`src/design/dcache_axi_pkg.sv`:
```
`default_nettype none

package dcache_axi_pkg;

    // one AXI data beat
    localparam int BEAT_WIDTH = 64;

    // beats per cache line, AXI len is one less
    localparam int LINE_BEATS = 4;
    localparam int LINE_WIDTH = BEAT_WIDTH * LINE_BEATS;

    // burst encodings shared by the engine and the memory model
    localparam logic [1:0] AXI_BURST_INCR = 2'b01;
    localparam logic [2:0] AXI_SIZE_BEAT  = 3'($clog2(BEAT_WIDTH / 8));
    localparam logic [7:0] AXI_LEN_LINE   = 8'(LINE_BEATS - 1);

    // a cache line, seen as one flat word or as beats (beat 0 in the low bits)
    typedef union packed {
        logic [LINE_WIDTH-1:0]                 word;
        logic [LINE_BEATS-1:0][BEAT_WIDTH-1:0] beat;
    } line_u;

    // AXI response codes
    typedef enum logic [1:0] {
        OKAY   = 2'b00,
        EXOKAY = 2'b01,
        SLVERR = 2'b10,
        DECERR = 2'b11
    } axi_resp_e;

endpackage

`default_nettype wire

```
`src/design/axi_burst_engine.sv`:
```
`timescale 1ns/100ps
`default_nettype none

module axi_burst_engine import dcache_axi_pkg::*; #(
    parameter int ADDR_WIDTH = 32
) (
    input  wire                     clock,
    input  wire                     reset,
    // head entry of the request queue
    input  wire                     ent_valid_i,
    input  wire                     ent_write_i,
    input  wire  [ADDR_WIDTH-1:0]   ent_addr_i,
    input  wire  line_u             ent_wdata_i,
    output logic                    ent_pop_o,
    // read address channel
    input  wire                     axi_ar_ready_i,
    output logic                    axi_ar_valid_o,
    output logic [ADDR_WIDTH-1:0]   axi_ar_addr_o,
    output logic [7:0]              axi_ar_len_o,
    output logic [2:0]              axi_ar_size_o,
    output logic [1:0]              axi_ar_burst_o,
    // read data channel
    output logic                    axi_r_ready_o,
    input  wire                     axi_r_valid_i,
    input  wire  [BEAT_WIDTH-1:0]   axi_r_data_i,
    input  wire  axi_resp_e         axi_r_resp_i,
    input  wire                     axi_r_last_i,
    // write address channel
    input  wire                     axi_aw_ready_i,
    output logic                    axi_aw_valid_o,
    output logic [ADDR_WIDTH-1:0]   axi_aw_addr_o,
    output logic [7:0]              axi_aw_len_o,
    output logic [2:0]              axi_aw_size_o,
    output logic [1:0]              axi_aw_burst_o,
    // write data channel
    input  wire                     axi_w_ready_i,
    output logic                    axi_w_valid_o,
    output logic [BEAT_WIDTH-1:0]   axi_w_data_o,
    output logic [BEAT_WIDTH/8-1:0] axi_w_strb_o,
    output logic                    axi_w_last_o,
    // write response channel
    output logic                    axi_b_ready_o,
    input  wire                     axi_b_valid_i,
    input  wire  axi_resp_e         axi_b_resp_i,
    // towards the assembler
    output logic                    beat_valid_o,
    output logic [BEAT_WIDTH-1:0]   beat_data_o,
    output axi_resp_e               beat_resp_o,
    output logic                    beat_last_o,
    output logic                    wr_done_o,
    output axi_resp_e               wr_resp_o
);

    localparam int OFS_BITS = $clog2(LINE_WIDTH / 8);
    localparam int CNT_W    = $clog2(LINE_BEATS);

    localparam logic [2:0] S_IDLE  = 3'd0;
    localparam logic [2:0] S_ADDR  = 3'd1;   // AR or AW pending
    localparam logic [2:0] S_RDATA = 3'd2;
    localparam logic [2:0] S_WDATA = 3'd3;
    localparam logic [2:0] S_WRESP = 3'd4;

    logic [2:0]            state;
    logic [2:0]            state_nxt;
    logic                  wr_q;
    logic [ADDR_WIDTH-1:0] addr_q;
    line_u                 line_q;
    logic [CNT_W-1:0]      wcnt;
    logic [ADDR_WIDTH-1:0] line_addr;
    logic                  w_fire;
    logic                  last_beat;

    // take the head entry whenever the engine is free
    assign ent_pop_o = (state == S_IDLE) && ent_valid_i;

    always_comb begin
        state_nxt = state;
        case (state)
            S_IDLE: begin
                if (ent_valid_i) begin
                    state_nxt = S_ADDR;
                end
            end
            S_ADDR: begin
                if (wr_q && axi_aw_ready_i) begin
                    state_nxt = S_WDATA;
                end else if (!wr_q && axi_ar_ready_i) begin
                    state_nxt = S_RDATA;
                end
            end
            S_RDATA: begin
                if (axi_r_valid_i && axi_r_last_i) begin
                    state_nxt = S_IDLE;
                end
            end
            S_WDATA: begin
                if (w_fire && last_beat) begin
                    state_nxt = S_WRESP;
                end
            end
            S_WRESP: begin
                if (axi_b_valid_i) begin
                    state_nxt = S_IDLE;
                end
            end
            default: state_nxt = S_IDLE;
        endcase
    end

    always_ff @(posedge clock or negedge reset) begin
        if (!reset) begin
            state <= S_IDLE;
            wr_q  <= 1'b0;
            wcnt  <= '0;
        end else begin
            state <= state_nxt;
            if (ent_pop_o) begin
                wr_q <= ent_write_i;
                wcnt <= '0;
            end else if (w_fire) begin
                wcnt <= wcnt + 1'b1;
            end
        end
    end

    // burst payload, held until the burst is done
    always_ff @(posedge clock) begin
        if (ent_pop_o) begin
            addr_q <= ent_addr_i;
            line_q <= ent_wdata_i;
        end
    end

    // force line alignment
    assign line_addr = {addr_q[ADDR_WIDTH-1:OFS_BITS], {OFS_BITS{1'b0}}};

    assign axi_ar_valid_o = (state == S_ADDR) && !wr_q;
    assign axi_ar_addr_o  = line_addr;
    assign axi_ar_len_o   = AXI_LEN_LINE;
    assign axi_ar_size_o  = AXI_SIZE_BEAT;
    assign axi_ar_burst_o = AXI_BURST_INCR;
    assign axi_r_ready_o  = (state == S_RDATA);

    assign axi_aw_valid_o = (state == S_ADDR) && wr_q;
    assign axi_aw_addr_o  = line_addr;
    assign axi_aw_len_o   = AXI_LEN_LINE;
    assign axi_aw_size_o  = AXI_SIZE_BEAT;
    assign axi_aw_burst_o = AXI_BURST_INCR;

    assign last_beat      = (wcnt == CNT_W'(LINE_BEATS - 1));
    assign w_fire         = axi_w_valid_o && axi_w_ready_i;
    assign axi_w_valid_o  = (state == S_WDATA);
    assign axi_w_data_o   = line_q.beat[wcnt];   // beat picked by write count
    assign axi_w_strb_o   = '1;                  // whole lines only
    assign axi_w_last_o   = last_beat;
    assign axi_b_ready_o  = (state == S_WRESP);

    // accepted R beats and the B handshake go to the assembler
    assign beat_valid_o = axi_r_valid_i && axi_r_ready_o;
    assign beat_data_o  = axi_r_data_i;
    assign beat_resp_o  = axi_r_resp_i;
    assign beat_last_o  = axi_r_last_i;
    assign wr_done_o    = axi_b_valid_i && axi_b_ready_o;
    assign wr_resp_o    = axi_b_resp_i;

endmodule

`default_nettype wire

```
`src/design/dcache_axi_bridge.sv`:
```
`timescale 1ns/100ps
`default_nettype none

module dcache_axi_bridge import dcache_axi_pkg::*; #(
    parameter int ADDR_WIDTH = 32,
    parameter int REQ_DEPTH  = 4
) (
    input  wire                     clock,
    input  wire                     reset,
    // cache controller side
    input  wire                     req_valid_i,
    input  wire                     req_write_i,
    input  wire  [ADDR_WIDTH-1:0]   req_addr_i,
    input  wire  line_u             req_wdata_i,
    output logic                    req_credit_o,
    output logic                    rsp_valid_o,
    output logic                    rsp_write_o,
    output line_u                   rsp_rdata_o,
    output logic                    rsp_error_o,
    // AXI4 master
    input  wire                     axi_ar_ready_i,
    output logic                    axi_ar_valid_o,
    output logic [ADDR_WIDTH-1:0]   axi_ar_addr_o,
    output logic [7:0]              axi_ar_len_o,
    output logic [2:0]              axi_ar_size_o,
    output logic [1:0]              axi_ar_burst_o,
    output logic                    axi_r_ready_o,
    input  wire                     axi_r_valid_i,
    input  wire  [BEAT_WIDTH-1:0]   axi_r_data_i,
    input  wire  axi_resp_e         axi_r_resp_i,
    input  wire                     axi_r_last_i,
    input  wire                     axi_aw_ready_i,
    output logic                    axi_aw_valid_o,
    output logic [ADDR_WIDTH-1:0]   axi_aw_addr_o,
    output logic [7:0]              axi_aw_len_o,
    output logic [2:0]              axi_aw_size_o,
    output logic [1:0]              axi_aw_burst_o,
    input  wire                     axi_w_ready_i,
    output logic                    axi_w_valid_o,
    output logic [BEAT_WIDTH-1:0]   axi_w_data_o,
    output logic [BEAT_WIDTH/8-1:0] axi_w_strb_o,
    output logic                    axi_w_last_o,
    output logic                    axi_b_ready_o,
    input  wire                     axi_b_valid_i,
    input  wire  axi_resp_e         axi_b_resp_i
);

    // queue head to engine
    logic                  ent_valid;
    logic                  ent_write;
    logic [ADDR_WIDTH-1:0] ent_addr;
    line_u                 ent_wdata;
    logic                  ent_pop;

    // engine to assembler
    logic                  beat_valid;
    logic [BEAT_WIDTH-1:0] beat_data;
    axi_resp_e             beat_resp;
    logic                  beat_last;
    logic                  wr_done;
    axi_resp_e             wr_resp;

    line_req_queue #(.ADDR_WIDTH(ADDR_WIDTH), .REQ_DEPTH(REQ_DEPTH)) u_queue (
        .ent_pop_i   (ent_pop),
        .ent_valid_o (ent_valid),
        .ent_write_o (ent_write),
        .ent_addr_o  (ent_addr),
        .ent_wdata_o (ent_wdata),
        .*
    );

    axi_burst_engine #(.ADDR_WIDTH(ADDR_WIDTH)) u_engine (
        .ent_valid_i  (ent_valid),
        .ent_write_i  (ent_write),
        .ent_addr_i   (ent_addr),
        .ent_wdata_i  (ent_wdata),
        .ent_pop_o    (ent_pop),
        .beat_valid_o (beat_valid),
        .beat_data_o  (beat_data),
        .beat_resp_o  (beat_resp),
        .beat_last_o  (beat_last),
        .wr_done_o    (wr_done),
        .wr_resp_o    (wr_resp),
        .*            // AXI ports share the top level names
    );

    line_refill_assembler u_assembler (
        .beat_valid_i (beat_valid),
        .beat_data_i  (beat_data),
        .beat_resp_i  (beat_resp),
        .beat_last_i  (beat_last),
        .wr_done_i    (wr_done),
        .wr_resp_i    (wr_resp),
        .*
    );

endmodule

`default_nettype wire

```
`src/design/line_refill_assembler.sv`:
```
`timescale 1ns/100ps
`default_nettype none

module line_refill_assembler import dcache_axi_pkg::*; (
    input  wire                   clock,
    input  wire                   reset,
    input  wire                   beat_valid_i,
    input  wire  [BEAT_WIDTH-1:0] beat_data_i,
    input  wire  axi_resp_e       beat_resp_i,
    input  wire                   beat_last_i,
    input  wire                   wr_done_i,
    input  wire  axi_resp_e       wr_resp_i,
    output logic                  rsp_valid_o,
    output logic                  rsp_write_o,
    output line_u                 rsp_rdata_o,
    output logic                  rsp_error_o
);

    localparam int IDX_W = $clog2(LINE_BEATS);

    logic [IDX_W-1:0] beat_idx;
    logic             err_q;      // sticky over the beats of one burst
    line_u            line_q;
    logic             beat_bad;
    logic             wr_bad;

    assign beat_bad = (beat_resp_i == SLVERR) || (beat_resp_i == DECERR);
    assign wr_bad   = (wr_resp_i == SLVERR) || (wr_resp_i == DECERR);

    // last beat lands in the same edge that raises rsp_valid_o
    always_ff @(posedge clock) begin
        if (beat_valid_i) begin
            line_q.beat[beat_idx] <= beat_data_i;
        end
    end

    assign rsp_rdata_o = line_q;

    always_ff @(posedge clock or negedge reset) begin
        if (!reset) begin
            beat_idx    <= '0;
            err_q       <= 1'b0;
            rsp_valid_o <= 1'b0;
            rsp_write_o <= 1'b0;
            rsp_error_o <= 1'b0;
        end else begin
            rsp_valid_o <= 1'b0;   // single cycle pulse
            if (beat_valid_i) begin
                if (beat_last_i) begin
                    beat_idx    <= '0;
                    err_q       <= 1'b0;
                    rsp_valid_o <= 1'b1;
                    rsp_write_o <= 1'b0;
                    rsp_error_o <= err_q || beat_bad;
                end else begin
                    beat_idx <= beat_idx + 1'b1;
                    err_q    <= err_q || beat_bad;
                end
            end else if (wr_done_i) begin
                rsp_valid_o <= 1'b1;
                rsp_write_o <= 1'b1;
                rsp_error_o <= wr_bad;
            end
        end
    end

endmodule

`default_nettype wire

```
`src/design/line_req_queue.sv`:
```
`timescale 1ns/100ps
`default_nettype none

module line_req_queue import dcache_axi_pkg::*; #(
    parameter int ADDR_WIDTH = 32,
    parameter int REQ_DEPTH  = 4
) (
    input  wire                   clock,
    input  wire                   reset,
    input  wire                   req_valid_i,
    input  wire                   req_write_i,
    input  wire  [ADDR_WIDTH-1:0] req_addr_i,
    input  wire  line_u           req_wdata_i,
    input  wire                   ent_pop_i,
    output logic                  ent_valid_o,
    output logic                  ent_write_o,
    output logic [ADDR_WIDTH-1:0] ent_addr_o,
    output line_u                 ent_wdata_o,
    output logic                  req_credit_o
);

    localparam int PTR_W = $clog2(REQ_DEPTH);

    // entry storage, one slot per credit
    logic                  write_mem [REQ_DEPTH];
    logic [ADDR_WIDTH-1:0] addr_mem  [REQ_DEPTH];
    line_u                 wdata_mem [REQ_DEPTH];

    logic [PTR_W-1:0] wr_ptr;
    logic [PTR_W-1:0] rd_ptr;
    logic [PTR_W:0]   count;   // one extra bit so a full queue is visible
    logic             pop;

    // controller never pushes without a credit, so no full check here
    always_ff @(posedge clock) begin
        if (req_valid_i) begin
            write_mem[wr_ptr] <= req_write_i;
            addr_mem[wr_ptr]  <= req_addr_i;
            wdata_mem[wr_ptr] <= req_wdata_i;
        end
    end

    assign pop = ent_pop_i && ent_valid_o;   // ignore a stray pop on empty

    always_ff @(posedge clock or negedge reset) begin
        if (!reset) begin
            wr_ptr       <= '0;
            rd_ptr       <= '0;
            count        <= '0;
            req_credit_o <= 1'b0;
        end else begin
            if (req_valid_i) begin
                wr_ptr <= wr_ptr + 1'b1;   // wraps, depth is a power of two
            end
            if (pop) begin
                rd_ptr <= rd_ptr + 1'b1;
            end
            count <= count + {{PTR_W{1'b0}}, req_valid_i} - {{PTR_W{1'b0}}, pop};
            // credit goes back the cycle after the entry leaves
            req_credit_o <= pop;
        end
    end

    // head of queue
    assign ent_valid_o = (count != '0);
    assign ent_write_o = write_mem[rd_ptr];
    assign ent_addr_o  = addr_mem[rd_ptr];
    assign ent_wdata_o = wdata_mem[rd_ptr];

endmodule

`default_nettype wire

```
`config.mk`:
```
export PLATFORM = sky130hd
export DESIGN_NAME = dcache_axi_bridge
export DESIGN_NICKNAME = d
export VERILOG_FILES = /design/src/design/dcache_axi_pkg.sv /design/src/design/axi_burst_engine.sv /design/src/design/dcache_axi_bridge.sv /design/src/design/line_refill_assembler.sv /design/src/design/line_req_queue.sv
export SDC_FILE = /design/constraint.sdc
export NUM_CORES = 1
export LEC_CHECK = 0
export ABC_AREA = 0
export BUFFER_PORTS_ARGS = -buffer_cell sky130_fd_sc_hd__buf_4
export CORE_MARGIN = 2
export CORE_UTILIZATION = 40
export CTS_BUF_LIST = sky130_fd_sc_hd__clkbuf_16
export DETAILED_ROUTE_END_ITERATION = 8
export GPL_TIMING_DRIVEN = 0
export PLACE_DENSITY = 0.71
export SYNTH_ARGS = -nofsm -noshare
export SYNTH_HDL_FRONTEND = slang
export SYNTH_SLANG_ARGS = --single-unit
```
`constraint.sdc`:
```
create_clock -name clock -period 33.2 [get_ports clock]
set_clock_uncertainty 0.15 [all_clocks]
set_input_delay 6.64 -clock clock [delete_from_list [all_inputs] [get_ports clock]]
set_output_delay 6.64 -clock clock [all_outputs]
set_load 0.1 [all_outputs]
```
; Word level (Yosys, flattened, before mapping)
; Memories as Yosys holds them, arrays and structs flattened. A register that Yosys moved wholly into a read port is not among the register bits.
; Index checks and enable logic that the tools add are counted.
[word_totals]
elab_cells = 89
output_inout_bits = 428
ff_bits = 275
input_bits = 366
n_memories = 3
ramBits = 1156
[classes]
n_reduce_logical = 23
n_mux = 27
n_lt_le_gt_ge = 3
add_sub_neg = 6
eq_ne = 15
[mem_list]
columns = name, words, width, rd, rd_clocked_by_memory_dff, write_ports, line_no
row1 = u_queue.wdata_mem, 4, 256, 1, 1, 1, line_req_queue.sv:27  ; line_u wdata_mem [REQ_DEPTH];
row2 = u_queue.addr_mem, 4, 32, 1, 1, 1, line_req_queue.sv:26  ; logic [ADDR_WIDTH-1:0] addr_mem [REQ_DEPTH];
row3 = u_queue.write_mem, 4, 1, 1, 1, 1, line_req_queue.sv:25  ; logic write_mem [REQ_DEPTH];
[ops]
columns = op, n
row1 = 256-bit bitwise mux, 1
row2 = 64-bit binary-select mux with 2-bit select, 1
row3 = 64-bit demux with 2-bit select, 1
row4 = 64-bit 2-to-1 mux, 2
row5 = 3-bit 2-to-1 mux, 6
row6 = 3-bit one-hot mux with 5 select lines, 1
row7 = 1-bit logical AND, 12
row8 = 1-bit 2-to-1 mux, 12
row9 = 2-bit equality test (second input constant), 5
row10 = 2-bit by 1-bit adder with 2-bit output (second input constant), 4
row11 = 2-bit != test (second input constant), 4
row12 = 3-bit by 2-bit equality test with 1-bit output (second input constant), 2
row13 = 2-bit by 3-bit < comparator with 1-bit output (second input constant), 2
row14 = 2-bit 2-to-1 mux, 3
row15 = 5-bit AND reduction, 1
row16 = 2-bit nonzero test, 2
row17 = 3-bit by 1-bit adder with 3-bit output, 1
row18 = 3-bit by 1-bit equality test with 1-bit output (second input constant), 1
row19 = 3-bit equality test (second input constant), 1
row20 = 3-bit logical NOT, 1
row21 = 1-bit logical OR, 3
row22 = 3-bit by 1-bit != test with 1-bit output (second input constant), 1
row23 = 3-bit nonzero test, 1
row24 = 3-bit by 1-bit subtractor with 3-bit output, 1
row25 = other kinds (4), 5

; Logic depth before layout (Yosys ltp)
[logic_depth]
ltp_word = 5
mapped_depth = 10
depth_no_buf = 9

; Modules after synthesis
; From an unflattened synthesis, not the netlist that was laid out.
[hier_totals]
hier_cells = 2375
hier_area_um2 = 61943.2
[modules_own_cells]
columns = mod, cells_per_inst, area_per_inst_um2, n_inst, seq_area_each_um2
row1 = line_req_queue, 1545, 42438.2, 1, 34913.5
row2 = axi_burst_engine, 543, 11479.8, 1, 8648.3
row3 = line_refill_assembler, 287, 8025.2, 1, 7837.5

; Worst setup path after synthesis
; No wires, ideal clock.
[synth_path]
kind = input to register
startpoint = input req_valid_i
endpoint = memory u_queue.addr_mem[0][10] (enable)
required_time_ps = 32368
path_buffers = 0
slack_ps = 19361
setup_ps = 682
cell_stages = 1
t_arrival_ps = 13008
path_cell_list = and2_1
[synth_between]
elab_chain_cells = 2
[synth_lines]
columns = element, line_no
row1 = from (decl), dcache_axi_bridge.sv:11  ; input wire req_valid_i,
row2 = 1-bit 2-to-1 mux, line_req_queue.sv:36  ; if (req_valid_i) begin
row3 = 1-bit 2-to-1 mux (implied by the code), line_req_queue.sv:38  ; addr_mem[wr_ptr] <= req_addr_i;
row4 = to (decl), line_req_queue.sv:26
; No other way between the ends.

; Final worst setup path
[layout_path]
startpoint = register u_engine.wcnt[1]
endpoint = output axi_w_data_o[20]
[layout_between]
elab_chain_cells = 2
[layout_lines]
columns = element, line_no
row1 = from (decl), axi_burst_engine.sv:68  ; logic [CNT_W-1:0] wcnt;
row2 = from (signal assigned), axi_burst_engine.sv:121  ; wcnt <= wcnt + 1'b1;
row3 = 64-bit binary-select mux with 2-bit select, axi_burst_engine.sv:153  ; assign axi_w_data_o = line_q.beat[wcnt];
row4 = 64-bit 2-to-1 mux (implied by the code), axi_burst_engine.sv:153
row5 = to (decl), dcache_axi_bridge.sv:40  ; output logic [BEAT_WIDTH-1:0] axi_w_data_o,
; No other way between the ends. The select of a mux whose other input is x is not followed.

==> summary.md <==
| Metric | Value |
|---|---|
| Setup violators final | 0 |
| Clk sinks | ~1700 |
| Pre-antenna DRT Iters | 7 |
| Crit path DAT | 3.45 ns |
| Initial antenna violation count | 49 |
| Register area share after synthesis | 0.833 |
| Via Count | 27568 |
| Largest net degree at the start of global routing | 58 |
| Clock-pin slew on the worst setup and hold paths | 0.06 ns |
| CP endpoint kind | output port |
| Vias in the first global route | 28019 |
| Top-count cell post-synth | edfxtp_1 |
| Register share of total power | 0.414 |
| Sw frac | 0.357 |
| Top cell type's share of synthesized area | 0.825 |
| Pwr Total | roughly 7400 uW |
| DP HPWL | 101000 um |
| Period minus WS final | 10.24 ns |
| Initial DRC Count | 2172 |
| Number of synthesized flops with an enable pin | 1675 |
| Insertion delay to the later sink of the worst-skew pair | 0.80 ns |
| CTS tree | done |
| DRC Markers | 0 |
| Die area | 156000 sq um |
| Post-Syn Area | 61000 sq um |
| Register-to-register setup slack | between 20 and 30 ns |
| RSZ-0062 raised after global routing | false |
| CP Class | reg2out |
| Yosys top cell by area | edfxtp_1 |
| Crit path launch type | flip-flop |
| Post-route ant nets | 0 |
| Hold WS | 0.380 ns |
| Combinational group share of total power | 0.332 |
| CTS resizes | 0 |
| CTS Buf Count | 170 |
| Postcts setup bufs | 0 |
| H-Tree Level Count | 4 |
| Slew margin rel. | 0.360 |
| Share of cells above drive strength 1 | 0.402 |
| P&R area growth vs syn | 24.0% |
| Cell variety after synth | 35 |
| GRT Total Usage | 0.190 |
| Die Span Y | 394 um |
| Fin. Hold Viols | 0 |
| Crit share post-route | 0.308 |
| Fin util | 0.499 |
| Leak | 0.0263 uW |
| Cell-internal power | 4740 uW |
| Syn Inst Count | 2283 |
| Die W | 394 um |
| Row count | around 140 |
| Slew @ Worst Pin | about 0.96 ns |
| Final TNS setup | 0 ns |
| Prevailing post-synth register cell | edfxtp_1 |
| HP Class | reg2reg |
| Bufs on Longest Clock Path | 3 |
| Final Slew Violations | 0 |
| Flops & latches, synth | 1695 |
| Avg Cell Area, Syn | 26.7 sq um |
| IO Pins | 794 |
| Maximum vdd drop | 0.0783 mV |
| Asr flop ratio synth | 0.0118 |
| Fmax | 0.0977 GHz |
| Clock share of power | 0.255 |
| Clk root buf | clkbuf_16 |
| Main area contributors after synthesis | edfxtp_1 (83%), mux4_2 (7.2%), mux4_1 (6.6%) |
| Status | completed |
| Hold buffer count at cts | 0 |
| First-pass GRT wire length | 209000 um |
| Core Footprint | between 150000 and 200000 sq um |
| Leading cell types by count after synthesis | edfxtp_1 (1675), mux4_2 (195), mux4_1 (153) |
| GRT Residual Overflow | 0 |
| Net count reported at finish | 3648 |
| Gpl congestion | 0.892 |
| Initial Util | 0.402 |
| IO buf count | 742 |
| Max-cap violations | 0 |
| Detailed Route WL | approximately 150000 um |
| Crit path max fanout | 10 |
| Data required, critical path | 26.41 ns |
| NetSw | ~2600 uW |
| Pwr dens | roughly 98 nW/um^2 |
| Via density | 5.06 |
| Yosys warnings | 0 |
| WL per Instance | 27.5 um |
==> layer usage <==
layer | share of wire | track usage
met5 | 0.0020 | 0
met4 | 0.031 | 0.0677
met3 | 0.096 | 0.0713
met2 | 0.51 | 0.321
met1 | 0.36 | 0.222
==> logic make-up (layout without fill, tap and decap cells) <==
kind of cell | after synthesis | count (layout) | share of synthesized area
flops | 1695 | 1695 | 0.833
mux | 352 | 352 | 0.139
buf+inv | 165 | 1239 | 0.0194
simple gates | 37 | 37 | 0.00361
compound gates | 14 | 14 | 0.00135
fa+ha+maj | 12 | 12 | 0.00259
xor+xnor | 6 | 6 | 0.000862
other cells | 2 | 59 | 0.000123
==> path summary, 6_finish.rpt <==
check                                             start                      end  cells past startpoint
worst max-delay path                   u_engine.wcnt[1]         axi_w_data_o[20]                      4
worst min-delay path            u_assembler.rsp_error_o  u_assembler.rsp_error_o                      1
worst max register to register        u_engine.state[0]         u_queue.count[2]                     11
worst min register to register  u_assembler.rsp_error_o  u_assembler.rsp_error_o                      1
max in group asynchronous                         reset        u_queue.rd_ptr[0]                      1
min in group asynchronous                         reset        u_engine.state[0]                      1
==> worst max-delay path, stage by stage (launching register included) <==
cell and delay (ns):
dfrtp_1 0.49, buf_2 0.65, clkbuf_1 0.74, mux4_2 0.47
buf_4 0.26
==> layout by cell type, fill, tap and decap left out, types with 8 or more instances in the layout <==
| master | n |
|---|---|
| edfxtp_1 | 1675 |
| buf_4 | 818 |
| mux4_2 | 195 |
| clkbuf_16 | 171 |
| mux4_1 | 153 |
| conb_1 | 44 |
| buf_2 | 39 |
| inv_1 | 38 |
| clkinv_1 | 34 |
| buf_16 | 29 |
| buf_6 | 26 |
| clkinv_2 | 23 |
| dfrtp_1 | 20 |
| diode_2 | 15 |
| bufinv_16 | 15 |
| ha_1 | 11 |
| inv_6 | 10 |
| and2_4 | 8 |
==> per-stage QoR <==
step                      instances  worst slack [ns]  cell area (sq um)
after global routing           5441             22.87              75600
after CTS                      5429             22.79              75600
after global placement         5097             12.99              69200
final                          5444             22.96              75600
after floorplan                2325             19.36              61100
after detailed placement       5128             23.69              70100
==> layout make-up <==
cell class,instances,area (sq um)
antenna,15,37.5
buffer,154,1150
clock buffer,171,4280
clock inverter,130,1200
fill,11734,75900
inverter,11,41.3
multi-input combinational,465,9150
sequential,1695,50800
tap,2030,2540
timing repair buffer,773,6410
==> sequential cells by signal (all words and copies together) (netlist names) <==
register                 flops
u_assembler.rsp_valid_o      1
u_queue.count                3
u_assembler.rsp_error_o      1
u_queue.rd_ptr               2
u_queue.addr_mem           108
u_engine.wcnt                2
u_engine.state               3
u_queue.write_mem            4
u_queue.req_credit_o         1
u_engine.line_q            256
u_engine.addr_q             27
u_assembler.rsp_write_o      1
u_assembler.err_q            1
u_engine.wr_q                1
u_queue.wr_ptr               2
u_assembler.rsp_rdata_o    256
u_queue.wdata_mem         1024
u_assembler.beat_idx         2
==> power groups by stage <==
stage | Sequential [uW] | Clock (uW) | Combinational, uW
after floorplan | 3450 | 0 | 1490
after CTS | 3050 | 1930 | 2500
after global placement | 3360 | 0 | 2400
after detailed placement | 3090 | 0 | 2490
final | 3050 | 1880 | 2450
after global routing | 3080 | 2010 | 2550
(Power assumes the default switching activity.)
